### src/source/rvPkg.sv
package rvPkg;

    parameter int XLEN = 64;

    // RV64 major opcodes, inst[6:0]
    typedef enum logic [6:0] {
        OpcOp      = 7'b0110011,
        OpcOpImm   = 7'b0010011,
        OpcOp32    = 7'b0111011,
        OpcOpImm32 = 7'b0011011,
        OpcLui     = 7'b0110111,
        OpcAuipc   = 7'b0010111,
        OpcLoad    = 7'b0000011,
        OpcStore   = 7'b0100011,
        OpcJal     = 7'b1101111,
        OpcJalr    = 7'b1100111,
        OpcBranch  = 7'b1100011,
        OpcSystem  = 7'b1110011
    } opcodeE;

    typedef enum logic [3:0] {
        AluAdd,
        AluSub,
        AluMul,
        AluXor,
        AluOr,
        AluAnd,
        AluSll,
        AluSrl,
        AluSlt,
        AluSltu,
        AluRem,
        AluDivu,
        AluRemu,
        AluPassB, // lui
        AluNone
    } aluOpE;

    typedef enum logic [1:0] {
        WbAlu,
        WbLoad,
        WbLink,
        WbWord // low 32 bits of alu result, sign extended
    } wbSelE;

endpackage

### src/source/immGen.sv
module immGen (
    input  logic [31:0]            inst,
    output logic [rvPkg::XLEN-1:0] imm
);

    localparam int XLEN = rvPkg::XLEN;

    always_comb begin
        case (rvPkg::opcodeE'(inst[6:0]))
            rvPkg::OpcOpImm, rvPkg::OpcOpImm32, rvPkg::OpcLoad,
            rvPkg::OpcJalr, rvPkg::OpcSystem: begin
                imm = {{(XLEN-12){inst[31]}}, inst[31:20]};
            end
            rvPkg::OpcStore: begin
                imm = {{(XLEN-12){inst[31]}}, inst[31:25], inst[11:7]};
            end
            rvPkg::OpcBranch: begin // B type, bit 0 implied
                imm = {{(XLEN-12){inst[31]}}, inst[7], inst[30:25], inst[11:8], 1'b0};
            end
            rvPkg::OpcLui, rvPkg::OpcAuipc: begin
                imm = {{(XLEN-32){inst[31]}}, inst[31:12], 12'd0};
            end
            rvPkg::OpcJal: begin
                imm = {{(XLEN-20){inst[31]}}, inst[19:12], inst[20], inst[30:21], 1'b0};
            end
            default: imm = '0;
        endcase
    end

endmodule

### config.mk
export PLATFORM = sky130hd
export DESIGN_NAME = immGen
export DESIGN_NICKNAME = d
export VERILOG_FILES = /design/src/source/rvPkg.sv /design/src/source/immGen.sv
export SDC_FILE = /design/constraint.sdc
export NUM_CORES = 1
export LEC_CHECK = 0
export BUFFER_PORTS_ARGS = -buffer_cell sky130_fd_sc_hd__buf_2
export CORE_MARGIN = 2
export CORE_UTILIZATION = 34
export DETAILED_ROUTE_END_ITERATION = 12
export PLACE_DENSITY_LB_ADDON = 0.1
export SLEW_MARGIN = 15
export SYNTH_ARGS = -nofsm -noshare
export SYNTH_HDL_FRONTEND = slang
export SYNTH_SLANG_ARGS = --single-unit
### constraint.sdc
create_clock -name vclk -period 2.1
set_clock_uncertainty 0.05 [all_clocks]
set_input_delay 0.21 -clock vclk [all_inputs]
set_output_delay 0.21 -clock vclk [all_outputs]
set_load 0.01 [all_outputs]
==> impl_results.md <==
* CTS hold repair buffers at 0
* Arr. time, crit path at 1590 ps
* Syn Inst Count at 104
* Min Tclk post-route at 1850 ps
* P&R area growth vs syn at 35.9%
* Peak supply drop at 75.0 µV
* Post-CTS setup buffer count at 0
* Sequential standard cell area at 0 µm²
* Core area at 2020 µm²
* Grt ovf at 0
* I/O pins at 96
* Syn_area_per_cell at 7.17 µm²
* Ys Warns at 0
* Synthesized area at 746 µm²
* Max-slew violation count at 0
* # port buffers at 96
* Outcome: complete, no violations
* GRT Max-Usage Layer: met2
* Final hold violation count at 0
* DRT iter0 DRCs at 14
* Wire per inst at 11.3 µm
* Initial Util at 36.9%
* Post_cts resized at 0
* Area of the multi-input gates at 469 µm²
* ANT nets after route at 0
* Max Clk Rate at 539 MHz
* Post-layout nets at 201
* Die X-Extent at 50.8 µm
* Clock buffers at 0
* Die height at 50.8 µm
* Die ar. at 2580 µm²
* Fillcell total at 206
* Grt met1 use at 18.4%
* Hold crit path type: input port to primary output
* WP data required at 1840 ps
* Placer Congestion at 0.760
* Yosys cell types at 28
* Layout cells sized above 1 at 62.3%
* Via density at 4.68
* Setup WS post-layout at 246 ps
* Wirelength, routed at 2190 µm
* Worst-Margin Slew at 684 ps
* Met3 Use GR at 2.05%
* Pin count of the biggest net entering global routing at 34
* M2 GR Usage at 28.5%
* Static Leak at 0.808 nW
* Tot GR Track Use at 15.1%
* Vias in the first global route at 738
* Max-Slew Margin vs Limit at 54.3%
* Final period util at 88.3%
* Pre-CTS worst setup slack at 247 ps
* Post-synthesis sequential area ratio at 0%
* Initial antenna violation count at 0
* Diode count at 0
* Cell Rows at 16
* Final setup viols at 0
* Max-cap viol count at 0
* Setup TNS Final at 0 ps
* Seq Cell Count at 0
* Vias at 907
* Critical path class: input port to primary output
* CP Max Fanout at 11
* First-pass iteration count of the detailed router at 4
* DP Wirelength at 1850 µm
* PwrDens at 133 nW/µm²
* First-pass GRT wire length at 3210 µm
* Crit end category: primary output
* Total power at 135 µW
* Net Count, Synth at 136
* Startpoint Class: input port
* Number of remaining DRC errors at 0
* RSZ-0062 raised after global routing: false
* Hold_ws at 650 ps
==> cell type report <==
| cell class | count | area share [%] |
|---|---|---|
| repair buffers | 99 | 49.6 |
| multi-input cells | 66 | 46.3 |
| well taps | 27 | 3.33 |
| inverters | 2 | 0.741 |
==> synthesized netlist by cell type <==
cell	count	area, µm²
a311o_1	1	10.0
buf_6	1	11.3
o31ai_2	1	12.5
o21a_1	1	7.51
mux2i_1	3	30.0
inv_1	1	3.75
a22o_1	4	35.0
a32oi_1	1	8.76
and2_1	6	37.5
nor4_2	1	12.5
nand4_1	1	6.26
nor2_1	5	18.8
or3_4	1	11.3
nand2b_1	1	6.26
nor2b_1	1	6.26
a32o_1	1	10.0
or4_1	1	7.51
a21oi_1	3	15.0
inv_2	1	3.75
xnor2_1	1	8.76
nand3_1	4	20.0
buf_4	33	248
or3_1	3	18.8
nand2_1	5	18.8
a2111oi_0	1	8.76
a21o_1	19	143
a21oi_4	1	16.3
buf_2	2	10.0
==> path summary, 6_finish.rpt <==
check,from,endpoint,slack [ps],cells after the start
setup / recovery,inst[2],imm[20],250,6
hold / removal,inst[19],imm[19],650,3
==> critical path: stages <==
cell	delay (ps)
buf_2	210
mux2i_1	220
a32oi_1	130
nor2_1	550
a21o_1	150
buf_2	120
==> through the flow <==
step | cell area (µm²) | instances | util, %
5_1_grt | 1010 | 194 | 50.1
6_report | 1010 | 194 | 50.1
4_1_cts | 1010 | 194 | 50.1
2_1_floorplan | 746 | 104 | -
3_3_place_gp | 1010 | 194 | 50.1
3_5_place_dp | 1010 | 194 | 50.1
==> layout by cell type (no fill, tap or decap), types with 4 or more instances in the layout <==
| cell type | count |
|---|---|
| nand3_1 | 4 |
| buf_2 | 96 |
| nor2_1 | 5 |
| and2_1 | 6 |
| nand2_1 | 5 |
| a22o_1 | 4 |
| a21o_1 | 19 |
==> where the power goes <==
group | total (mW) | switching [mW] | internal, mW
clock network | 0 | 0 | 0
registers | 0 | 0 | 0
logic | 0.135 | 0.0733 | 0.0618
==> kinds of logic (layout without fill, tap and decap cells) <==
| kind of cell | after synthesis | after routing | share of synthesized area (%) |
|---|---|---|---|
| AOI/OAI and AO/OA | 33 | 33 | 35.7 |
| xor gates and xnor gates | 1 | 1 | 1.17 |
| buffers and inverters | 38 | 101 | 37.1 |
| muxes | 3 | 3 | 4.03 |
| and+or+nand+nor | 29 | 29 | 22.0 |
==> routing by layer <==
| layer | vias up | routed length [µm] | part of all wire, % |
|---|---|---|---|
| met5 | - | 0 | 0 |
| met4 | 0 | 0 | 0 |
| met3 | 0 | 230 | 11 |
| met2 | 61 | 1030 | 47 |
| met1 | 379 | 930 | 42 |
| li1 | 467 | - | - |
No activity file was read; power rests on OpenSTA's default activity.
