$ cat config.mk
export PLATFORM = sky130hd
export DESIGN_NAME = regFile
export DESIGN_NICKNAME = d
export VERILOG_FILES = /design/src/source/rvPkg.sv /design/src/source/regFile.sv
export SDC_FILE = /design/constraint.sdc
export NUM_CORES = 2
export LEC_CHECK = 0
export BUFFER_PORTS_ARGS = -buffer_cell sky130_fd_sc_hd__buf_2
export CAP_MARGIN = 0
export CORE_MARGIN = 4
export CORE_UTILIZATION = 45
export CTS_CLUSTER_DIAMETER = 60
export DETAILED_ROUTE_END_ITERATION = 7
export HOLD_SLACK_MARGIN = 0.15
export SKIP_LAST_GASP = 1
export SYNTH_ARGS = -nofsm -noshare
export SYNTH_HDL_FRONTEND = slang
export SYNTH_SLANG_ARGS = --single-unit
$ cat constraint.sdc
create_clock -name clk -period 2.7 [get_ports clk]
set_input_delay 0.405 -clock clk [delete_from_list [all_inputs] [get_ports clk]]
set_output_delay 0.405 -clock clk [all_outputs]
set_load 0.01 [all_outputs]
$ cat src/source/rvPkg.sv
package rvPkg;

    parameter int XLEN = 64;

    // RV64 major opcodes, inst[6:0]
    typedef enum logic [6:0] {
        OpcOp      = 7'b0110011,
        OpcOpImm   = 7'b0010011,
        OpcOp32    = 7'b0111011,
        OpcOpImm32 = 7'b0011011,
        OpcLui     = 7'b0110111,
        OpcAuipc   = 7'b0010111,
        OpcLoad    = 7'b0000011,
        OpcStore   = 7'b0100011,
        OpcJal     = 7'b1101111,
        OpcJalr    = 7'b1100111,
        OpcBranch  = 7'b1100011,
        OpcSystem  = 7'b1110011
    } opcodeE;

    typedef enum logic [3:0] {
        AluAdd,
        AluSub,
        AluMul,
        AluXor,
        AluOr,
        AluAnd,
        AluSll,
        AluSrl,
        AluSlt,
        AluSltu,
        AluRem,
        AluDivu,
        AluRemu,
        AluPassB, // lui
        AluNone
    } aluOpE;

    typedef enum logic [1:0] {
        WbAlu,
        WbLoad,
        WbLink,
        WbWord // low 32 bits of alu result, sign extended
    } wbSelE;

endpackage

$ cat src/source/regFile.sv
module regFile (
    input  logic                   clk,
    input  logic                   arstN,
    input  logic [4:0]             rs1Addr,
    input  logic [4:0]             rs2Addr,
    input  logic [4:0]             rdAddr,
    input  logic [rvPkg::XLEN-1:0] rdData,
    input  logic                   rdWe,
    output logic [rvPkg::XLEN-1:0] rs1Data,
    output logic [rvPkg::XLEN-1:0] rs2Data
);

    logic [rvPkg::XLEN-1:0] regs [1:31]; // x0 has no storage

    always_ff @(posedge clk or negedge arstN) begin
        if (!arstN) begin
            for (int i = 1; i < 32; i++) begin
                regs[i] <= '0;
            end
        end else if (rdWe && (rdAddr != 5'd0)) begin
            regs[rdAddr] <= rdData;
        end
    end

    assign rs1Data = (rs1Addr == 5'd0) ? '0 : regs[rs1Addr];
    assign rs2Data = (rs2Addr == 5'd0) ? '0 : regs[rs2Addr];

endmodule

==> flow_results.org <==
** STA
- Worst Setup Slack, final :: -443 ps
- Final Skew :: 0 ps
- The final-report max-slew violation count is 0.
- For the finished layout, the period the worst path requires is 3140 ps.
- Final number of setup-violating endpoints :: roughly 130
- Final worst-path cycle share :: 116%
- The final-report hold violation count is 0.
- In the final timing run, aggregate negative setup slack is -28200 ps.
- Measured against its own limit, the worst slew margin works out to between 40% and 50%.
- Based on the critical path, the design can be clocked at up to 318 MHz.
- Setup repair after global routing could not meet its margin everywhere.
- For the pin with the worst max-slew slack, the measured transition is around 900 ps.

** Cells and area
- Multi-input gate area :: between 50000 and 60000 sq um
- Number of non-filler instances in the completed layout :: 11366
- At the end of the flow, the number of nets in the layout was 8097.
- Register with the highest flop count :: regs
- The library cells used most frequently in the layout, excluding fill and tap cells, are mux2_2 (2150), dfrtp_1 (1984), mux4_2 (748).
- After filler insertion, the fill cell instance count of the layout stands at 19333.
- Flip-flop count of the largest register after layout :: between 1500 and 2000
- Summing all non-filler instances in the final layout gives an area of 129000 sq um.
- P&R area growth vs syn :: 20.5%
- Largest registers :: regs x1984
- Most common cell after layout, fill and taps aside :: mux2_2
- Of the cells placed in the final design, the portion with a size suffix greater than 1 is 56.4%.
- Summing all flip-flop and latch instances after layout gives between 40000 and 50000 sq um.

** Placement
- Prior to clock tree synthesis, the placed netlist has a worst setup slack of -357 ps.
- Summed over all nets, the half-perimeter wirelength after detailed placement is about 230000 um.
- Post-Place Cells :: 10766
- The congestion estimate from routability-driven global placement came to 0.848.
- Placement Cell Area :: approximately 120000 sq um
- Port Buf Inserts :: 209

** Global routing
- Maximum number of pins on one net before global-route repair :: 119
- Antenna violations before repair :: 22
- Global route total overflow :: 0
- The first global-routing pass estimated 540000 um of wire.
- In the global route stage, overall resource usage came out at 29.9%.
- The number of global-route vias before repair came to 75143.

** Floorplan
- Measured along the y axis, the die boundary spans 495 um.
- Initial core utilization :: 45.3%
- Core outline area :: 236000 sq um
- X dimension of the die :: 495 um
- Num ports :: 210
- The floorplan has ~180 rows.
- The die covers 245000 sq um.

** Logic synthesis
- FFs w/ async S/R, synth :: 100%
- Synthesized net count :: roughly 7500
- The synthesized design contains 0 enable-type register cells.
- The synthesized design spends more area on one cell type than any other, namely dfrtp_1.
- Post-Syn Instances :: about 7400
- In this run, distinct cell masters in the synthesized netlist total 44.
- For this run, the register share of the synthesized area comes to 46.5%.
- During synthesis, Yosys emitted a total of 0 warnings.
- Average footprint of a synthesized cell :: 14.3 sq um
- Fraction of post-synthesis cell area in the top cell type by area :: 46.5%
- Netlist area before placement :: ~110000 sq um
- Synthesis inferred 1984 register bits.
- For this run, the leading register cell type out of synthesis is dfrtp_1.
- Ranked by total cell area, the synthesized netlist is headed by dfrtp_1 (47%), mux2_2 (23%), mux4_2 (16%).

** Clock tree
- Number of levels in the clock H-tree :: 4
- The clock passes through at most 3 buffers.
- CTS saw 1984 sinks.
- Clock-pin slew was measured on the worst setup and hold paths at 60 ps.
- Clock latency on the worst-skew pair :: 890 ps
- Counting the buffers created by CTS gives 224.
- Clock tree from TritonCTS :: done
- Clock tree synthesis selected as its root buffer the cell clkbuf_16.

** Setup path
- STA classifies the critical path startpoint as a flip-flop.
- In this run the worst path has a maximum fanout of 3.
- Measured in cells, the most critical reg-to-reg path has a length of 3.
- The worst register-to-register path has a setup slack of 1680 ps.
- The worst setup path is captured at a primary output.
- The critical path starts at regs[257].
- Startpoint of the lowest-slack register-to-register path :: regs[1118]
- R2r endpoint :: regs[1118]
- STA puts the critical path data arrival time at roughly 2700 ps.
- Critical path required time :: 2300 ps
- Path type of the worst setup path :: flip-flop to primary output
- In this run the worst setup path terminates at rs2Data[1].

** Status
- Run status :: complete, but fails checks
- The checks that failed: negative setup slack.

** Worst hold path
- The path class of the tightest hold or removal check is input port to flip-flop.
- The worst hold path was traced through 4 stages.

** Routing
- Total number of vias :: about 73000
- In the routed design, unresolved DRC markers number 0.
- Drt initial violations :: 6603
- Once detail routing completed, the nets flagged for antenna violations numbered 0.
- Dividing the detail-routed wire length by the instance count gives 32.5 um.
- Number of optimization iterations in the first detailed-route pass :: 5
- Routed via count divided by cell count :: around 6.4
- Detailed Route WL :: between 300000 and 400000 um

** Flow run
- The tool flagged a number of max-cap violations equal to 0.

** Pwr
- Final Power :: about 93 mW
- For this design the static power due to leakage is about 57 nW.
- Across the VDD grid, the largest voltage drop is 0.000810 V.
- In this run the power density over the cells is 722 nW/um^2.
[cells in the mapped netlist (6+ instances only)]
master,n
a21oi_1,121
o32a_1,18
a221oi_1,119
buf_2,251
or3_1,16
nor3_1,88
o211ai_1,79
buf_6,15
nand2b_1,8
mux2_2,2178
nand2_1,253
dfrtp_1,1984
buf_4,41
a31oi_1,68
nor2_2,7
o22ai_1,9
a21o_1,9
a311oi_1,8
o221ai_1,15
o21ai_0,105
nand3_1,19
a22oi_1,75
mux2i_1,458
mux2_4,6
buf_1,49
clkbuf_1,446
nor2_1,98
a211o_1,9
mux4_2,748
nor2b_1,121
[report_power, final]
group | switching (mW) | internal, mW
clock | 13.2 | 18.8
combinational | 8.40 | 12.4
sequential | 4.46 | 35.6
total | 26.0 | 66.8
[cells by family after synthesis]
family / count (synthesis) / share of synthesized area [%]
simple gates: 620 / 2.69
buf+inv: 803 / 3.37
flops: 1984 / 46.5
compound gates: 651 / 4.21
mux: 3391 / 43.2
[worst max-delay path, stage by stage, from the launching register on]
cell	delay, ps
dfrtp_1	410
mux4_2	500
mux2_4	270
o211ai_1	230
o21ai_1	120
buf_4	190
buf_6	120
[layer usage]
layer / share of wire, % / vias up / track usage (%)
met2: 47 / 2988 / 47.0
met4: 4.1 / 10 / 11.1
met1: 42 / 39642 / 42.1
li1: - / 29692 / -
met3: 7.0 / 730 / 5.02
met5: 0.018 / - / 0
[stage by stage]
step	util (%)	hold WS, ps
after floorplan	-	109
after global placement	50.0	401
after detailed placement	50.0	400
after CTS	54.2	248
after global routing	54.5	312
final	54.6	315
[what timing repair did]
action                                   CTS  global route
gates cloned                               0             1
resized for setup                        255           107
endpoints found under the hold margin   3080             0
hold buffers                              66             0
endpoints found under the setup margin   128           128
pin swaps                                106            76
setup buffers                             87            33
[worst min path at each step]
stage,from,to
CTS,rdAddr[3],regs[962]
floorplan,arstN,regs[0]
finish,rdAddr[3],regs[962]
global placement,arstN,regs[418]
global route,rdAddr[3],regs[972]
detailed placement,arstN,regs[418]
[layout make-up]
class	instances	share of cell area, %
Antenna cell	11	0.0214
Clock buffer	327	5.12
Clock inverter	89	0.907
Inverter	1	0.00487
Multi-Input combinational cell	4662	42.7
Sequential cell	1984	38.6
Tap cell	3150	3.07
Timing Repair Buffer	1142	9.56
No activity file was read; power rests on OpenSTA's default activity.
