==> src/source/rvPkg.sv <==
package rvPkg;

    parameter int XLEN = 64;

    // RV64 major opcodes, inst[6:0]
    typedef enum logic [6:0] {
        OpcOp      = 7'b0110011,
        OpcOpImm   = 7'b0010011,
        OpcOp32    = 7'b0111011,
        OpcOpImm32 = 7'b0011011,
        OpcLui     = 7'b0110111,
        OpcAuipc   = 7'b0010111,
        OpcLoad    = 7'b0000011,
        OpcStore   = 7'b0100011,
        OpcJal     = 7'b1101111,
        OpcJalr    = 7'b1100111,
        OpcBranch  = 7'b1100011,
        OpcSystem  = 7'b1110011
    } opcodeE;

    typedef enum logic [3:0] {
        AluAdd,
        AluSub,
        AluMul,
        AluXor,
        AluOr,
        AluAnd,
        AluSll,
        AluSrl,
        AluSlt,
        AluSltu,
        AluRem,
        AluDivu,
        AluRemu,
        AluPassB, // lui
        AluNone
    } aluOpE;

    typedef enum logic [1:0] {
        WbAlu,
        WbLoad,
        WbLink,
        WbWord // low 32 bits of alu result, sign extended
    } wbSelE;

endpackage

==> src/source/ctrlIf.sv <==
interface ctrlIf;
    rvPkg::aluOpE aluOp;
    logic         selA;      // 1: rs1, 0: pc
    logic         selB;      // 1: rs2, 0: imm
    logic         wordOp;
    logic         writeRd;
    logic [7:0]   memWmask;
    logic         memRead;
    logic         loadSext;
    logic [3:0]   loadBytes;
    rvPkg::wbSelE wbSel;
    logic         pcSel;     // 1: jalr base
    logic         takeJump;
    logic         isEbreak;

    modport dec (output aluOp, selA, selB, wordOp, writeRd, memWmask, memRead, loadSext,
                 loadBytes, wbSel, pcSel, takeJump, isEbreak);
    modport alu (input aluOp, selA, selB, wordOp);
    modport lsu (input memWmask, memRead, loadSext, loadBytes, wbSel, writeRd);
    modport pcu (input pcSel, takeJump, isEbreak);
endinterface

==> src/source/loadStore.sv <==
module loadStore (
    ctrlIf.lsu                     ctrl,
    input  logic                   halted,
    input  logic [rvPkg::XLEN-1:0] aluResult,
    input  logic [rvPkg::XLEN-1:0] rs2Data,
    input  logic [rvPkg::XLEN-1:0] linkAddr,
    input  logic [rvPkg::XLEN-1:0] memRdata,
    output logic [rvPkg::XLEN-1:0] memAddr,
    output logic [rvPkg::XLEN-1:0] memWdata,
    output logic [7:0]             memWmask,
    output logic                   memRead,
    output logic [rvPkg::XLEN-1:0] rdData,
    output logic                   rdWe
);

    logic [2:0]             offset;
    logic [rvPkg::XLEN-1:0] shifted, loadData;

    assign offset   = aluResult[2:0];
    assign memAddr  = aluResult;
    assign memWdata = rs2Data << {offset, 3'b000};
    assign memWmask = halted ? 8'h00 : ctrl.memWmask << offset;
    assign memRead  = ctrl.memRead;
    assign rdWe     = ctrl.writeRd && !halted;

    always_comb begin
        shifted = memRdata >> {offset, 3'b000}; // addressed byte to lane 0
        case (ctrl.loadBytes)
            4'd1: loadData = {{56{ctrl.loadSext & shifted[7]}}, shifted[7:0]};
            4'd2: loadData = {{48{ctrl.loadSext & shifted[15]}}, shifted[15:0]};
            4'd4: loadData = {{32{ctrl.loadSext & shifted[31]}}, shifted[31:0]};
            default: loadData = shifted;
        endcase
        case (ctrl.wbSel)
            rvPkg::WbLoad: rdData = loadData;
            rvPkg::WbLink: rdData = linkAddr;
            rvPkg::WbWord: rdData = {{32{aluResult[31]}}, aluResult[31:0]};
            default:       rdData = aluResult;
        endcase
    end

endmodule

==> src/flat_wrapper.sv <==
// flat-port wrapper written by rule: the top's interface ports become plain ports
module loadStore_flat 
  (halted, aluResult, rs2Data, linkAddr, memRdata, memAddr, memWdata, memWmask, memRead, rdData, rdWe, ctrl_memWmask, ctrl_memRead, ctrl_loadSext, ctrl_loadBytes, ctrl_wbSel, ctrl_writeRd);
  ctrlIf ctrl_i ();
  input  logic halted;
  input  logic [rvPkg::XLEN-1:0] aluResult;
  input  logic [rvPkg::XLEN-1:0] rs2Data;
  input  logic [rvPkg::XLEN-1:0] linkAddr;
  input  logic [rvPkg::XLEN-1:0] memRdata;
  output logic [rvPkg::XLEN-1:0] memAddr;
  output logic [rvPkg::XLEN-1:0] memWdata;
  output logic [7:0] memWmask;
  output logic memRead;
  output logic [rvPkg::XLEN-1:0] rdData;
  output logic rdWe;
  input wire logic [$bits(ctrl_i.memWmask)-1:0] ctrl_memWmask;
  input wire logic [$bits(ctrl_i.memRead)-1:0] ctrl_memRead;
  input wire logic [$bits(ctrl_i.loadSext)-1:0] ctrl_loadSext;
  input wire logic [$bits(ctrl_i.loadBytes)-1:0] ctrl_loadBytes;
  input wire logic [$bits(ctrl_i.wbSel)-1:0] ctrl_wbSel;
  input wire logic [$bits(ctrl_i.writeRd)-1:0] ctrl_writeRd;
  assign ctrl_i.memWmask = ctrl_memWmask;
  assign ctrl_i.memRead = ctrl_memRead;
  assign ctrl_i.loadSext = ctrl_loadSext;
  assign ctrl_i.loadBytes = ctrl_loadBytes;
  assign ctrl_i.wbSel = ctrl_wbSel;
  assign ctrl_i.writeRd = ctrl_writeRd;
  loadStore u_core (.ctrl(ctrl_i), .halted(halted), .aluResult(aluResult), .rs2Data(rs2Data), .linkAddr(linkAddr), .memRdata(memRdata), .memAddr(memAddr), .memWdata(memWdata), .memWmask(memWmask), .memRead(memRead), .rdData(rdData), .rdWe(rdWe));
endmodule
==> config.mk <==
export PLATFORM = sky130hd
export DESIGN_NAME = loadStore_flat
export DESIGN_NICKNAME = d
export VERILOG_FILES = /design/src/source/rvPkg.sv /design/src/source/ctrlIf.sv /design/src/source/loadStore.sv /design/src/flat_wrapper.sv
export SDC_FILE = /design/constraint.sdc
export NUM_CORES = 1
export LEC_CHECK = 0
export BUFFER_PORTS_ARGS = -buffer_cell sky130_fd_sc_hd__buf_2
export CORE_AREA = 2 2 182 184
export DETAILED_ROUTE_END_ITERATION = 6
export DIE_AREA = 0 0 184 186
export PLACE_DENSITY = 0.54
export RECOVER_POWER = 50
export SLEW_MARGIN = 15
export SYNTH_ARGS = -nofsm -noshare
export SYNTH_HDL_FRONTEND = slang
export SYNTH_SLANG_ARGS = --single-unit
==> constraint.sdc <==
create_clock -name vclk -period 2.5
set_input_delay 0.25 -clock vclk [all_inputs]
set_output_delay 0.25 -clock vclk [all_outputs]
set_load 0.05 [all_outputs]
==> metrics.csv, run 1 <==
metric,value,unit
final_common_cell,sky130_fd_sc_hd__buf_2,
worst-setup-path-type,input port to output port,
area.growth.synth_to_final,56.1,%
final_max_slew_viol_count,0,
whs,0.500,ns
detailroute.via_count,8324,
route.detailed.drc,0,
ys_seq_area_share,0,%
globalplace.congestion,0.916,
status,completed,
final-seq-area,0,um^2
die_area,34200,um^2
rsz0062_at_grt,true,
mappedNetlistArea,5990,um^2
drtIter0Drc,472,
floorplan.initialDensity,18.6,%
p_leak,4.28,nW
hold_path.startpoint,ctrl_memRead,
synth.distinct_cells,42,
num-clock-buffers,0,
antenna_violating_nets_post_route,0,
min-delay-path-class,input port to output port,
max_slew_margin,38.4,%
placementRows,66,
routed_via_density,4.91,
num-nets-final,1550,
power_per_cell_area,321,nW/um^2
grt_max_degree,55,
worst-endpoint-arrival,2.20,ns
maxClockFrequency,408,MHz
seq_cells,0,
io-pin-count,476,
first_pass_grt_wire_length,50200,um
finalNonFillerCells,1694,
core-area,32200,um^2
yosys_warnings,0,
die_h,186,um
grt_pass1_vias,7764,
mappedNetlistNets,1141,
min_path_cells,0,
end_kind,output port,
finalCritPeriodShare,98.2,%
setup_violations,0,
ir_drop,0.000139,V
cap_violations,0,
data_required_time_of_the_worst_path,2.25,ns
wl_per_cell,21.3,um
grt_overflow,0,
synth.avg_cell_area,6.91,um^2
place.detailed.hpwl,30500,um
dr.pass1.iters,4,
hold_viol,0,
max_slew.worst_pin.slew,0.923,ns
startpoint_type,input port,
route.final.wire_length,36000,um
antenna_violations_before_repair,17,
layout_common_cells,"sky130_fd_sc_hd__buf_2, sky130_fd_sc_hd__nor2_1, sky130_fd_sc_hd__mux2i_1",
layout-drive-gt1-share,48.4,%
postCtsSetupBuffers,0,
dieWidth,184,um
io_buffer_count,474,
crit_path_max_fanout,10,
post-place-cells,1682,
final.min_clock_period,2.45,ns
gate_count_of_the_mapped_netlist,867,
grt.total_usage,19.4,%
hold_end,memRead,
-- how the worst max path moves through the flow --
| stage | from | cells after the start | to | slack (ns) |
|---|---|---|---|---|
| after CTS | aluResult[2] | 8 | rdData[50] | 0.002 |
| after detailed placement | aluResult[0] | 9 | rdData[30] | -0.07 |
| final | aluResult[0] | 9 | rdData[20] | 0.05 |
| after global placement | aluResult[2] | 9 | rdData[15] | -0.03 |
| after floorplan | aluResult[0] | 8 | rdData[16] | -0.24 |
| after global routing | aluResult[0] | 10 | rdData[27] | -0.03 |
-- power by group --
part | internal [W] | leakage (nW) | switching [W]
clock network | 0.000000000644 | 0.0000761 | 0
registers | 0 | 0 | 0
logic | 0.000999 | 4.28 | 0.00200
-- routing by layer --
layer,share of wire [%],GRT usage [%]
met1,42,25.0
met4,1.5,3.39
met5,0.21,0
met3,6.3,2.62
met2,50,34.9
-- area by class of cell --
class	instances	area (um^2)
fillers	3602	22900
multi-input cells	710	5600
well taps	408	510
repair buffers	559	3190
inverters	5	18.8
diodes	12	30.0
-- per-stage QoR --
stage                     util, %  setup WS (ns)  power, W  setup TNS [ns]  instance area (um^2)
after global placement       28.8        -0.0343   0.00296         -0.0552                  9280
after detailed placement     28.8        -0.0673   0.00297          -0.137                  9280
final                        29.0         0.0460   0.00300               0                  9350
after global routing         29.0        -0.0343   0.00317         -0.0507                  9340
after CTS                    28.9        0.00204   0.00298               0                  9300
after floorplan                 -         -0.244   0.00206           -2.67                  6430
-- logic make-up (layout without fill, tap and decap cells) --
family | after synthesis | in the layout | share of synthesized area (%)
muxes | 180 | 180 | 34.6
other | 0 | 12 | 0
xor gates and xnor gates | 1 | 1 | 0.146
and+or+nand+nor | 248 | 248 | 18.0
AOI/OAI and AO/OA | 281 | 281 | 32.5
buffers and inverters | 157 | 564 | 14.8
-- Yosys cell counts (all sizes together) (2+ instances only) --
master	n	share of area (%)
a31oi	11	1.1
mux2	44	8.3
mux2i	119	20
nor2	118	7.4
o21a	23	2.9
nand2	72	4.5
clkbuf	53	3.3
a211oi	10	1.3
a32oi	3	0.44
nor3b	4	0.50
nand2b	11	1.1
or2	2	0.21
a21oi	58	4.8
buf	99	11
mux4	17	6.4
o22a	2	0.29
a32o	6	1.0
a31o	2	0.29
and2	17	1.8
o2bb2ai	8	1.2
a221oi	21	5.1
o211ai	14	1.8
o32ai	12	1.8
a221o	6	1.0
nor2b	10	1.0
inv	5	0.31
nor3	8	0.67
nand3	4	0.33
o22ai	22	2.4
o21ai	80	6.7
-- worst max-delay path: stages --
cell	delay, ns
sky130_fd_sc_hd__buf_6	0.14
sky130_fd_sc_hd__nand2b_1	0.19
sky130_fd_sc_hd__mux4_2	0.52
sky130_fd_sc_hd__buf_4	0.17
sky130_fd_sc_hd__o22a_1	0.23
sky130_fd_sc_hd__buf_4	0.17
sky130_fd_sc_hd__o21ai_0	0.10
sky130_fd_sc_hd__a221o_1	0.17
sky130_fd_sc_hd__buf_2	0.26
-- what timing repair did --
action	4_1_cts	5_1_grt
resized for setup	6	63
pin swaps	0	1
hold buffers	0	0
endpoints found under the setup margin	5	34
No activity file was read; power rests on OpenSTA's default activity.
==> run 2: changes to the inputs <==
--- a/config.mk
+++ b/config.mk
@@ -9,7 +9,7 @@
 export CORE_AREA = 2 2 182 184
 export DETAILED_ROUTE_END_ITERATION = 6
 export DIE_AREA = 0 0 184 186
-export PLACE_DENSITY = 0.54
+export PLACE_DENSITY = 0.51
 export RECOVER_POWER = 50
 export SLEW_MARGIN = 15
 export SYNTH_ARGS = -nofsm -noshare
==> run 2 against run 1 <==
Fmax decreased by 0.24%. Largest power group unchanged. Global-route usage up 0.39 points. Cell count rose by 1.4%. Flip-flop and latch count unchanged. Setup slack lost 0.0060 ns. Sequential share of layout area is the same. Via count is 1.5% higher. Critical path depth is the same. First-iteration DRC count down 14%. Worst hold slack about the same. Non-clock buffer count is 25 higher. Die area stayed put.
==> metrics.csv, run 2 (same netlist as run 1, synthesis figures left out) <==
metric,value,unit
rsz0062_at_grt,true,
worst-endpoint-arrival,2.21,ns
power_per_cell_area,320,nW/um^2
post-place-cells,1706,
end_kind,output port,
grt_overflow,0,
maxClockFrequency,407,MHz
area.growth.synth_to_final,61.3,%
die_area,34200,um^2
postLayoutSetupSlackWorst,0.0401,ns
ir_drop,0.000157,V
num-nets-final,1575,
routed_via_density,4.92,
dieWidth,184,um
final_common_cell,sky130_fd_sc_hd__buf_2,
status,completed,
max_slew.worst_pin.slew,0.690,ns
globalplace.congestion,0.880,
layout_common_cells,"sky130_fd_sc_hd__buf_2, sky130_fd_sc_hd__nor2_1, sky130_fd_sc_hd__mux2i_1",
io_buffer_count,474,
core-area,32200,um^2
route.detailed.drc,0,
route.final.wire_length,36700,um
crit_path_max_fanout,11,
startpoint_type,input port,
layout-drive-gt1-share,49.0,%
setup_violations,0,
grt_max_degree,82,
detailroute.via_count,8447,
grt.total_usage,19.8,%
report.power.total,0.00309,W
worst-setup-path-type,input port to output port,
floorplan.initialDensity,18.6,%
final-seq-area,0,um^2
die_h,186,um
place.detailed.hpwl,31200,um
drtIter0Drc,407,
final.min_clock_period,2.46,ns
cap_violations,0,
placement.setup.worst_slack,-0.411,ns
finalCritPeriodShare,98.4,%
wl_per_cell,21.4,um
num-clock-buffers,0,
finalNonFillerCells,1718,
placementRows,66,
first_pass_grt_wire_length,51400,um
dr.pass1.iters,5,
seq_cells,0,
utilization_after_layout,30.0,%
antenna_violating_nets_post_route,0,
p_leak,4.42,nW
min-delay-path-class,input port to output port,
max_slew_margin,54.2,%
io-pin-count,476,
hold_viol,0,
data_required_time_of_the_worst_path,2.25,ns
antenna_violations_before_repair,16,
grt_pass1_vias,8087,
final_max_slew_viol_count,0,
[run 2: cell types whose count changed in the layout (fill, tap and decap cells not counted), sizes merged]
| cell | change |
|---|---|
| clkbuf | -4 |
| diode | -1 |
| buf | +29 |
[run 2: layer usage]
layer,global-route usage (%),vias to the layer above,routed length [um]
met2,34.8,377,17900
met3,2.48,46,2010
met1,25.6,3980,16000
li1,-,4034,-
met5,0,-,77
met4,4.96,10,743
[run 2: worst paths after layout]
| kind | start | end | cells after the start |
|---|---|---|---|
| hold / removal | ctrl_memRead | memRead | 0 |
| setup / recovery | aluResult[0] | rdData[20] | 9 |
[run 2: worst max-delay path: stages]
cell and delay [ns]:
sky130_fd_sc_hd__buf_6 0.13, sky130_fd_sc_hd__mux2i_1 0.15, sky130_fd_sc_hd__mux4_2 0.53, sky130_fd_sc_hd__buf_4 0.17
sky130_fd_sc_hd__o22a_1 0.23, sky130_fd_sc_hd__buf_4 0.16, sky130_fd_sc_hd__o21ai_0 0.12, sky130_fd_sc_hd__a221o_1 0.20
sky130_fd_sc_hd__buf_2 0.26
[run 2: final cells by class]
cell class	instances	area, um^2
repair buffers	584	3490
fillers	3590	22500
diodes	11	27.5
multi-input cells	710	5620
inverters	5	18.8
well taps	408	510
[run 2: timing repair]
| item | in CTS | in global routing |
|---|---|---|
| pin swaps | 0 | 0 |
| hold buffers | 0 | 0 |
| gates cloned | 0 | 1 |
| setup endpoints to repair | 15 | 31 |
| gates resized for setup | 20 | 35 |
| setup buffers | 0 | 0 |
[run 2: report_power, final]
group | switching (W) | total (W) | internal [W]
registers | 0 | 0 | 0
clock network | 0 | 0.000000000590 | 0.000000000590
logic | 0.00203 | 0.00309 | 0.00106
total | 0.00203 | 0.00309 | 0.00106
[run 2: per-stage QoR]
stage          cell area, um^2  TNS [ns]  hold slack, ns
2_1_floorplan             6430     -2.67           0.667
3_3_place_gp              9540    -0.639           0.501
3_5_place_dp              9540    -0.736           0.501
4_1_cts                   9600         0           0.501
5_1_grt                   9660   -0.0448           0.501
6_report                  9660         0           0.500
