## config.mk

```make
export PLATFORM = sky130hd
export DESIGN_NAME = pcUnit_flat
export DESIGN_NICKNAME = d
export VERILOG_FILES = /design/src/source/rvPkg.sv /design/src/source/ctrlIf.sv /design/src/source/pcUnit.sv /design/src/flat_wrapper.sv
export SDC_FILE = /design/constraint.sdc
export NUM_CORES = 1
export LEC_CHECK = 0
export BUFFER_PORTS_ARGS = -buffer_cell sky130_fd_sc_hd__buf_4
export CAP_MARGIN = 30
export CORE_AREA = 2 2 153 155
export CTS_CLUSTER_DIAMETER = 80
export DETAILED_ROUTE_END_ITERATION = 12
export DIE_AREA = 0 0 155 157
export GPL_TIMING_DRIVEN = 0
export PLACE_DENSITY = 0.79
export SLEW_MARGIN = 20
export SYNTH_ARGS = -nofsm -noshare
export SYNTH_HDL_FRONTEND = slang
export SYNTH_SLANG_ARGS = --single-unit
```

## constraint.sdc

```tcl
create_clock -name clk -period 8.7 [get_ports clk]
set_clock_uncertainty 0.05 [all_clocks]
set_input_delay 1.305 -clock clk [delete_from_list [all_inputs] [get_ports clk]]
set_output_delay 1.305 -clock clk [all_outputs]
set_load 0.02 [all_outputs]
```

## src/source/rvPkg.sv

```systemverilog
package rvPkg;

    parameter int XLEN = 64;

    // RV64 major opcodes, inst[6:0]
    typedef enum logic [6:0] {
        OpcOp      = 7'b0110011,
        OpcOpImm   = 7'b0010011,
        OpcOp32    = 7'b0111011,
        OpcOpImm32 = 7'b0011011,
        OpcLui     = 7'b0110111,
        OpcAuipc   = 7'b0010111,
        OpcLoad    = 7'b0000011,
        OpcStore   = 7'b0100011,
        OpcJal     = 7'b1101111,
        OpcJalr    = 7'b1100111,
        OpcBranch  = 7'b1100011,
        OpcSystem  = 7'b1110011
    } opcodeE;

    typedef enum logic [3:0] {
        AluAdd,
        AluSub,
        AluMul,
        AluXor,
        AluOr,
        AluAnd,
        AluSll,
        AluSrl,
        AluSlt,
        AluSltu,
        AluRem,
        AluDivu,
        AluRemu,
        AluPassB, // lui
        AluNone
    } aluOpE;

    typedef enum logic [1:0] {
        WbAlu,
        WbLoad,
        WbLink,
        WbWord // low 32 bits of alu result, sign extended
    } wbSelE;

endpackage

```

## src/source/ctrlIf.sv

```systemverilog
interface ctrlIf;
    rvPkg::aluOpE aluOp;
    logic         selA;      // 1: rs1, 0: pc
    logic         selB;      // 1: rs2, 0: imm
    logic         wordOp;
    logic         writeRd;
    logic [7:0]   memWmask;
    logic         memRead;
    logic         loadSext;
    logic [3:0]   loadBytes;
    rvPkg::wbSelE wbSel;
    logic         pcSel;     // 1: jalr base
    logic         takeJump;
    logic         isEbreak;

    modport dec (output aluOp, selA, selB, wordOp, writeRd, memWmask, memRead, loadSext,
                 loadBytes, wbSel, pcSel, takeJump, isEbreak);
    modport alu (input aluOp, selA, selB, wordOp);
    modport lsu (input memWmask, memRead, loadSext, loadBytes, wbSel, writeRd);
    modport pcu (input pcSel, takeJump, isEbreak);
endinterface

```

## src/source/pcUnit.sv

```systemverilog
module pcUnit #(
    parameter logic [rvPkg::XLEN-1:0] ResetPc = '0
) (
    input  logic                   clk,
    input  logic                   arstN,
    ctrlIf.pcu                     ctrl,
    input  logic [rvPkg::XLEN-1:0] imm,
    input  logic [rvPkg::XLEN-1:0] rs1Data,
    output logic [rvPkg::XLEN-1:0] pc,
    output logic [rvPkg::XLEN-1:0] linkAddr,
    output logic                   halted
);

    logic [rvPkg::XLEN-1:0] jalrTarget, nextPc;

    assign linkAddr   = pc + 64'd4;
    assign jalrTarget = (rs1Data + imm) & ~64'd1;
    assign nextPc     = !ctrl.takeJump ? linkAddr : (ctrl.pcSel ? jalrTarget : pc + imm);

    always_ff @(posedge clk or negedge arstN) begin
        if (!arstN) begin
            pc     <= ResetPc;
            halted <= 1'b0;
        end else begin
            if (ctrl.isEbreak) halted <= 1'b1; // sticky until reset
            if (!halted && !ctrl.isEbreak) pc <= nextPc; // pc parks on the ebreak
        end
    end

endmodule

```

## src/flat_wrapper.sv

```systemverilog
// flat-port wrapper written by rule: the top's interface ports become plain ports
module pcUnit_flat 
#(
    parameter logic [rvPkg::XLEN-1:0] ResetPc = '0
)
  (clk, arstN, imm, rs1Data, pc, linkAddr, halted, ctrl_pcSel, ctrl_takeJump, ctrl_isEbreak);
  ctrlIf ctrl_i ();
  input  logic clk;
  input  logic arstN;
  input  logic [rvPkg::XLEN-1:0] imm;
  input  logic [rvPkg::XLEN-1:0] rs1Data;
  output logic [rvPkg::XLEN-1:0] pc;
  output logic [rvPkg::XLEN-1:0] linkAddr;
  output logic halted;
  input wire logic [$bits(ctrl_i.pcSel)-1:0] ctrl_pcSel;
  input wire logic [$bits(ctrl_i.takeJump)-1:0] ctrl_takeJump;
  input wire logic [$bits(ctrl_i.isEbreak)-1:0] ctrl_isEbreak;
  assign ctrl_i.pcSel = ctrl_pcSel;
  assign ctrl_i.takeJump = ctrl_takeJump;
  assign ctrl_i.isEbreak = ctrl_isEbreak;
  pcUnit #(.ResetPc(ResetPc)) u_core (.clk(clk), .arstN(arstN), .ctrl(ctrl_i), .imm(imm), .rs1Data(rs1Data), .pc(pc), .linkAddr(linkAddr), .halted(halted));
endmodule
```

==> qor.txt, run 1 <==
Die area -> 24300 um^2
Dpl ws -> 3430 ps
I/O Buffers -> 260
Area of the multi-input gates -> 10100 um^2
Worst min-delay path class -> register to register
Root buf cell -> clkbuf_16
Drt wl/cell -> 24.2 um
Final-stage net count -> 2290
Reg2Reg Setup Slack -> 4530 ps
Die W -> 155 um
Cell family with most CP delay -> simple AND/OR/NAND/NOR gates
Post-synth top flop -> dfrtp_1
Total chip power -> 2.39 mW
Sum Neg Setup Slack -> 0 ps
FF+latch area -> 1630 um^2
# setup viols final -> 0
Critical-path cell list -> ha_1 > and3_1 > and3_1 > clkbuf_1 > and3_1 > clkbuf_2 > nand4_1 > nor4_1 > nand2_1 > xnor2_1 > buf_4
First-pass GRT wire length -> 83.5 mm
Largest net degree at the start of global routing -> 66
Placer Congestion -> 1.08
Final critical-path required period -> 5550 ps
Top cell type's share of synthesized area -> 0.132
H-tree depth -> 3
Avg Synthesized Cell Area -> 7.00 um^2
FP Rows -> 55
DRT iter0 DRCs -> 1828
Register area share after synthesis -> 0.132
Commonest non-fill, non-tap cell in the layout -> buf_4
Commonest cells after routing, fill and taps aside -> buf_4 (266), nand2_1 (206), a21oi_1 (199), o21ai_0 (160), nor2_1 (144)
Initial core utilization -> 0.546
Initial antenna violation count -> 1
Worst-path clk slew -> 60 ps
Cell Pwr Density -> 159 nW/um^2
Share of layout cells above drive strength 1 -> 0.164
Mapped Cells -> 1754
Vias in the first global route -> 14800
WL final -> 56.2 mm
Max_slew headroom -> 0.253
Total congestion overflow -> 0
Postcts setup bufs -> 0
Core ar. -> 22500 um^2
Maxcap violations -> 0
Post-synth net total -> 2015
Clock Sinks -> 65
VDD IR max -> 0.0811 mV
CP most frequent cell -> and3_1
Max FO, Critical Path -> 8
Post-route ant nets -> 0
Resized cells post-CTS -> 0
Max Freq -> 0.180 GHz
Leak -> 6.84 nW
TritonCTS clock tree -> yes
Vias per cell -> 6.76
Final Cycle Share -> 0.638
Fin. max-slew vios -> 0
Hold-fix buffers at CTS -> 0
# DRC -> 0
Synthesized area -> 12300 um^2
Critical Path AT -> 4200 ps
Antenna Cells -> 0
Total number of vias -> 15700
Endpoint type of the worst setup path -> primary output
Worst Path Buf+Inv -> 3
RSZ-0062 raised after global routing -> no
DRT Pass-1 Iters -> 9
Worst Slack Setup Final -> 3150 ps
Chip height -> 157 um
Area growth syn-to-layout -> 22.3%
Critical Path Max Stage Delay -> 810 ps
Clock buffer depth -> 2
Worst-skew pair later-pin latency -> 360 ps
Fill cells -> 2040
Yosys cell types -> 86
Total CTS buffers -> 9
Post-synthesis register bit count -> 65
Final HPWL DP -> 44.1 mm
Ys Warns -> 0
WHS -> 537 ps
Hold Fails Final Rpt -> 0
Gr usage total -> 0.446
Outcome -> finished, final reports clean
Worst-margin pin slew -> 1120 ps
Area contributors post-synth -> dfrtp_1 (13%), ha_1 (13%), a21oi_1 (8.1%)
Worst path required time -> 7340 ps
Post-synthesis async set-or-reset flop share -> 1.00
Number of synthesized flops with an enable pin -> 0
Io pins -> 262
CP max stage cell -> nor4_1
Crit Path Class -> register to primary output
Kind of start point of the critical path -> register
Yosys top cell by area -> dfrtp_1
## report_power, final
group	internal [mW]	leakage (nW)	switching, mW	total [mW]
Combinational	0.571	5.86	0.874	1.44
Clock	0.325	0.186	0.171	0.496
Sequential	0.345	0.801	0.102	0.447
## metrics by stage
step / area (um^2) / util / instances
global route: 15000 / 0.668 / 2319
floorplan: 12300 / - / 1754
detailed placement: 14600 / 0.649 / 2300
finish: 15000 / 0.668 / 2319
global placement: 14600 / 0.648 / 2299
CTS: 15000 / 0.666 / 2316
## routing by layer
layer	part of all wire	global-route usage	routed length, um	vias to the layer above
met5	0.0021	0.0331	119	-
met4	0.057	0.232	3190	4
met3	0.13	0.125	7150	232
li1	-	-	-	7026
met2	0.43	0.694	24300	1137
met1	0.38	0.561	21400	7266
## final timing paths
| path | start | endpoint | depth (start not counted) |
|---|---|---|---|
| hold reg to reg | u_core.pc[0] | u_core.pc[0] | 2 |
| min in group asynchronous | arstN | u_core.pc[7] | 1 |
| hold / removal | u_core.pc[0] | u_core.pc[0] | 2 |
| max in group asynchronous | arstN | u_core.pc[53] | 2 |
| setup reg to reg | u_core.pc[1] | u_core.pc[59] | 12 |
| setup / recovery | u_core.pc[2] | linkAddr[56] | 11 |
## final cells by class
type	instances	share of cell area
tap	285	0.0237
buffer	87	0.0242
sequential	65	0.108
clock inverter	5	0.00833
inverter	48	0.0120
clock buffer	11	0.0168
multi-input combinational	1554	0.673
timing repair buffer	264	0.134
## worst min-delay path: stages, from the launching register on
cell and delay, ps:
dfrtp_1 420, nand2_1 60, o21ai_0 70
## synthesized netlist by cell type (8+ instances only)
cell type  instances
nand2_1          206
a21oi_1          199
o21ai_0          160
nor2_1           144
ha_1             126
xnor2_1          103
xor2_1            68
dfrtp_1           65
clkbuf_1          64
a21o_1            59
nand3_1           54
inv_1             46
nand4_1           41
and3_1            32
nor3_1            32
o21bai_1          30
a31oi_1           23
o211ai_1          19
o21a_1            18
nor2b_1           16
a211oi_1          15
and2_1            12
nor4_1            12
or3_1             12
nand2b_1          11
o22ai_1           11
o31ai_1           10
a22oi_1            9
mux2i_1            9
buf_2              8
nor3b_1            8
## registers in the layout (all words and copies together) (netlist names)
register and flops:
u_core.pc 64, u_core.halted 1
## kinds of logic (layout without fill, tap and decap cells)
family | after synthesis | in the layout | share of synthesized area
xor+xnor | 171 | 171 | 0.122
fa+ha+maj | 128 | 128 | 0.132
compound gates | 638 | 638 | 0.326
simple gates | 607 | 607 | 0.236
flops | 65 | 65 | 0.132
mux | 10 | 10 | 0.00825
buf+inv | 135 | 415 | 0.0443
No activity file was read; power rests on OpenSTA's default activity.
==> inputs of run 2 (changes only) <==
--- a/config.mk
+++ b/config.mk
@@ -5,14 +5,15 @@
 export SDC_FILE = /design/constraint.sdc
 export NUM_CORES = 1
 export LEC_CHECK = 0
+export ABC_AREA = 1
 export BUFFER_PORTS_ARGS = -buffer_cell sky130_fd_sc_hd__buf_4
 export CAP_MARGIN = 30
-export CORE_AREA = 2 2 153 155
+export CORE_AREA = 2 2 177 179
 export CTS_CLUSTER_DIAMETER = 80
 export DETAILED_ROUTE_END_ITERATION = 12
-export DIE_AREA = 0 0 155 157
+export DIE_AREA = 0 0 179 181
 export GPL_TIMING_DRIVEN = 0
-export PLACE_DENSITY = 0.79
+export PLACE_DENSITY = 0.77
 export SLEW_MARGIN = 20
 export SYNTH_ARGS = -nofsm -noshare
 export SYNTH_HDL_FRONTEND = slang
==> constraint.sdc (replaced) <==
create_clock -name clk -period 5.7 [get_ports clk]
set_clock_uncertainty 0.05 [all_clocks]
set_input_delay 0.855 -clock clk [delete_from_list [all_inputs] [get_ports clk]]
set_output_delay 0.855 -clock clk [all_outputs]
set_load 0.02 [all_outputs]
==> qor.txt, run 2 <==
Hold Fails Final Rpt -> 0
WL final -> 77.5 mm
Area contributors post-synth -> nand2_1 (29%), inv_1 (15%), dfrtp_1 (9.8%)
Synth cell count leaders -> nand2_1 (1261), inv_1 (663), nor2_1 (281), nand3_1 (252), a21oi_1 (173)
DRT iter0 DRCs -> 2545
Register area share after synthesis -> 0.0980
Crit Path Class -> register to primary output
Gr usage total -> 0.466
Core ar. -> 30300 um^2
Register with the most flip-flops -> u_core.pc
Total CTS buffers -> 9
Final-stage net count -> 3832
Max reg flops -> 64
Clock buffer depth -> 2
Root buf cell -> clkbuf_16
Worst min-delay path class -> register to register
Maxcap violations -> 0
Worst path required time -> 4800 ps
Sum Neg Setup Slack -> 0 ps
Yosys top cell by area -> nand2_1
DRT Pass-1 Iters -> 9
I/O Buffers -> 259
Initial core utilization -> 0.547
# setup viols final -> 0
Worst-skew pair later-pin latency -> 330 ps
Critical Path AT -> 3090 ps
Final Cycle Share -> 0.701
Synthesized area -> 16600 um^2
Max Freq -> 0.250 GHz
Ys Warns -> 0
Mapped Cells -> 3301
Postcts setup bufs -> 0
Top-count cell post-synth -> nand2_1
Main combinational cell family by area after synthesis -> simple AND/OR/NAND/NOR gates
Endpoint type of the worst setup path -> primary output
Die area -> 32400 um^2
Total number of vias -> 22700
Final critical-path required period -> 4000 ps
Outcome -> finished, final reports clean
Yosys cell types -> 45
Hold-fix buffers at CTS -> 0
Post-route ant nets -> 0
Compound-cell area share of the yosys netlist -> 0.113
Kind of start point of the critical path -> register
Final HPWL DP -> 65.9 mm
Adder-Cell Fraction of Synth Area -> 0.0974
Inst Count DP -> 3956
Antenna Cells -> 0
Worst-path clk slew -> 60 ps
Vias per cell -> 5.71
VDD IR max -> 0.204 mV
RSZ-0062 raised after global routing -> no
Resized cells post-CTS -> 0
# DRC -> 0
Post-synthesis async set-or-reset flop share -> 1.00
Commonest cells after routing, fill and taps aside -> nand2_1 (1261), inv_1 (663), nor2_1 (281), buf_4 (261), nand3_1 (252)
Chip height -> 181 um
Largest net degree at the start of global routing -> 66
Max_slew headroom -> 0.338
Fin. max-slew vios -> 0
Area growth syn-to-layout -> 16.7%
Leak -> 11.7 nW
Clock Sinks -> 65
H-tree depth -> 3
Vias in the first global route -> 20700
Max FO, Critical Path -> 6
Drt wl/cell -> 19.5 um
Share of layout cells above drive strength 1 -> 0.0906
Xor/xnor share of the synthesized area -> 0.0374
Commonest non-fill, non-tap cell in the layout -> nand2_1
Top cell type's share of synthesized area -> 0.285
Post-synthesis mux area share -> 0.000603
Regs by FF count -> u_core.pc x64, u_core.halted x1
First-pass GRT wire length -> 114 mm
Post-synth top flop -> dfrtp_1
Fin cells -> 3972
Worst-margin pin slew -> 993 ps
Placer Congestion -> 1.08
Initial antenna violation count -> 1
Avg Synthesized Cell Area -> 5.03 um^2
FP Rows -> 64
Io pins -> 262
Simple-gate share of the synthesized area -> 0.490
Post-synth net total -> 3562
Die W -> 179 um
TritonCTS clock tree -> yes
Post-synthesis register bit count -> 65
Cell Pwr Density -> 204 nW/um^2
Number of synthesized flops with an enable pin -> 0
Total congestion overflow -> 0
run 2: changes by cell type after synthesis, sizes merged, moves of 39 or more:
cell | previous run | this run
nor2 | 144 | 292
a21o | 60 | 2
nand2 | 208 | 1268
inv | 46 | 670
nand3 | 54 | 254
xnor2 | 103 | 9
clkbuf | 68 | 26
nor3 | 34 | 73
run 2: worst max-delay path: stages (launching register included):
cell and delay (ps):
dfrtp_1 570, nand3_2 180, nor2_2 380, nand3b_1 240, nor3_1 450, nand3_1 330, nor2_1 220, nand2_1 70
nand2_1 80, nand2_1 60, buf_4 160
run 2: layer usage:
metal,routed length [um],track usage,vias up,part of all wire
li1,-,-,10800,-
met1,29700,0.622,10100,0.38
met2,32200,0.709,1531,0.42
met3,11000,0.0920,273,0.14
met4,4620,0.235,2,0.060
met5,15,0,-,0.00019
run 2: cells by family (layout without fill, tap and decap cells):
| group | after synthesis | count (layout) |
|---|---|---|
| AND/OR/NAND/NOR | 1961 | 1961 |
| buffers and inverters | 718 | 993 |
| AO/OA/AOI/OAI | 358 | 358 |
| adder cells (fa/ha/maj) | 128 | 128 |
| XOR/XNOR | 70 | 70 |
| flip-flops | 65 | 65 |
| multiplexers | 1 | 1 |
run 2: final timing paths:
check                                  start             to  slack, ps  cells past startpoint
worst max-delay path            u_core.pc[2]   linkAddr[53]       1700                     10
worst min-delay path            u_core.pc[0]   u_core.pc[0]        540                      2
worst max register to register  u_core.pc[2]  u_core.pc[45]       2670                     11
worst min register to register  u_core.pc[0]   u_core.pc[0]        540                      2
max in group asynchronous              arstN   u_core.pc[3]       4450                      1
min in group asynchronous              arstN  u_core.pc[58]        550                      1
run 2: area by class of cell:
cell class	count	area, um^2
multi-input cells	2518	12300
fillers	3107	11000
inverters	674	2530
repair buffers	259	1940
flip-flops and latches	65	1630
well taps	396	495
clock buffers	11	253
plain buffers	44	178
clock inverters	5	77.6
run 2: where the power goes:
part           switching [mW]  internal [mW]
Clock                   0.214          0.405
Combinational            1.76          0.847
Sequential              0.195          0.527
Total                    2.17           1.78
run 2: per-stage QoR:
| step | total power [mW] | hold slack, ps | cell area, um^2 | setup WS (ps) | utilization |
|---|---|---|---|---|---|
| detailed placement | 3.19 | 534 | 19000 | 2110 | 0.627 |
| global placement | 3.15 | 516 | 19000 | 2240 | 0.627 |
| finish | 3.95 | 541 | 19400 | 1700 | 0.638 |
| CTS | 3.82 | 542 | 19400 | 1890 | 0.638 |
| floorplan | 2.24 | 509 | 16600 | 2910 | - |
| global route | 4.16 | 582 | 19400 | 1670 | 0.638 |
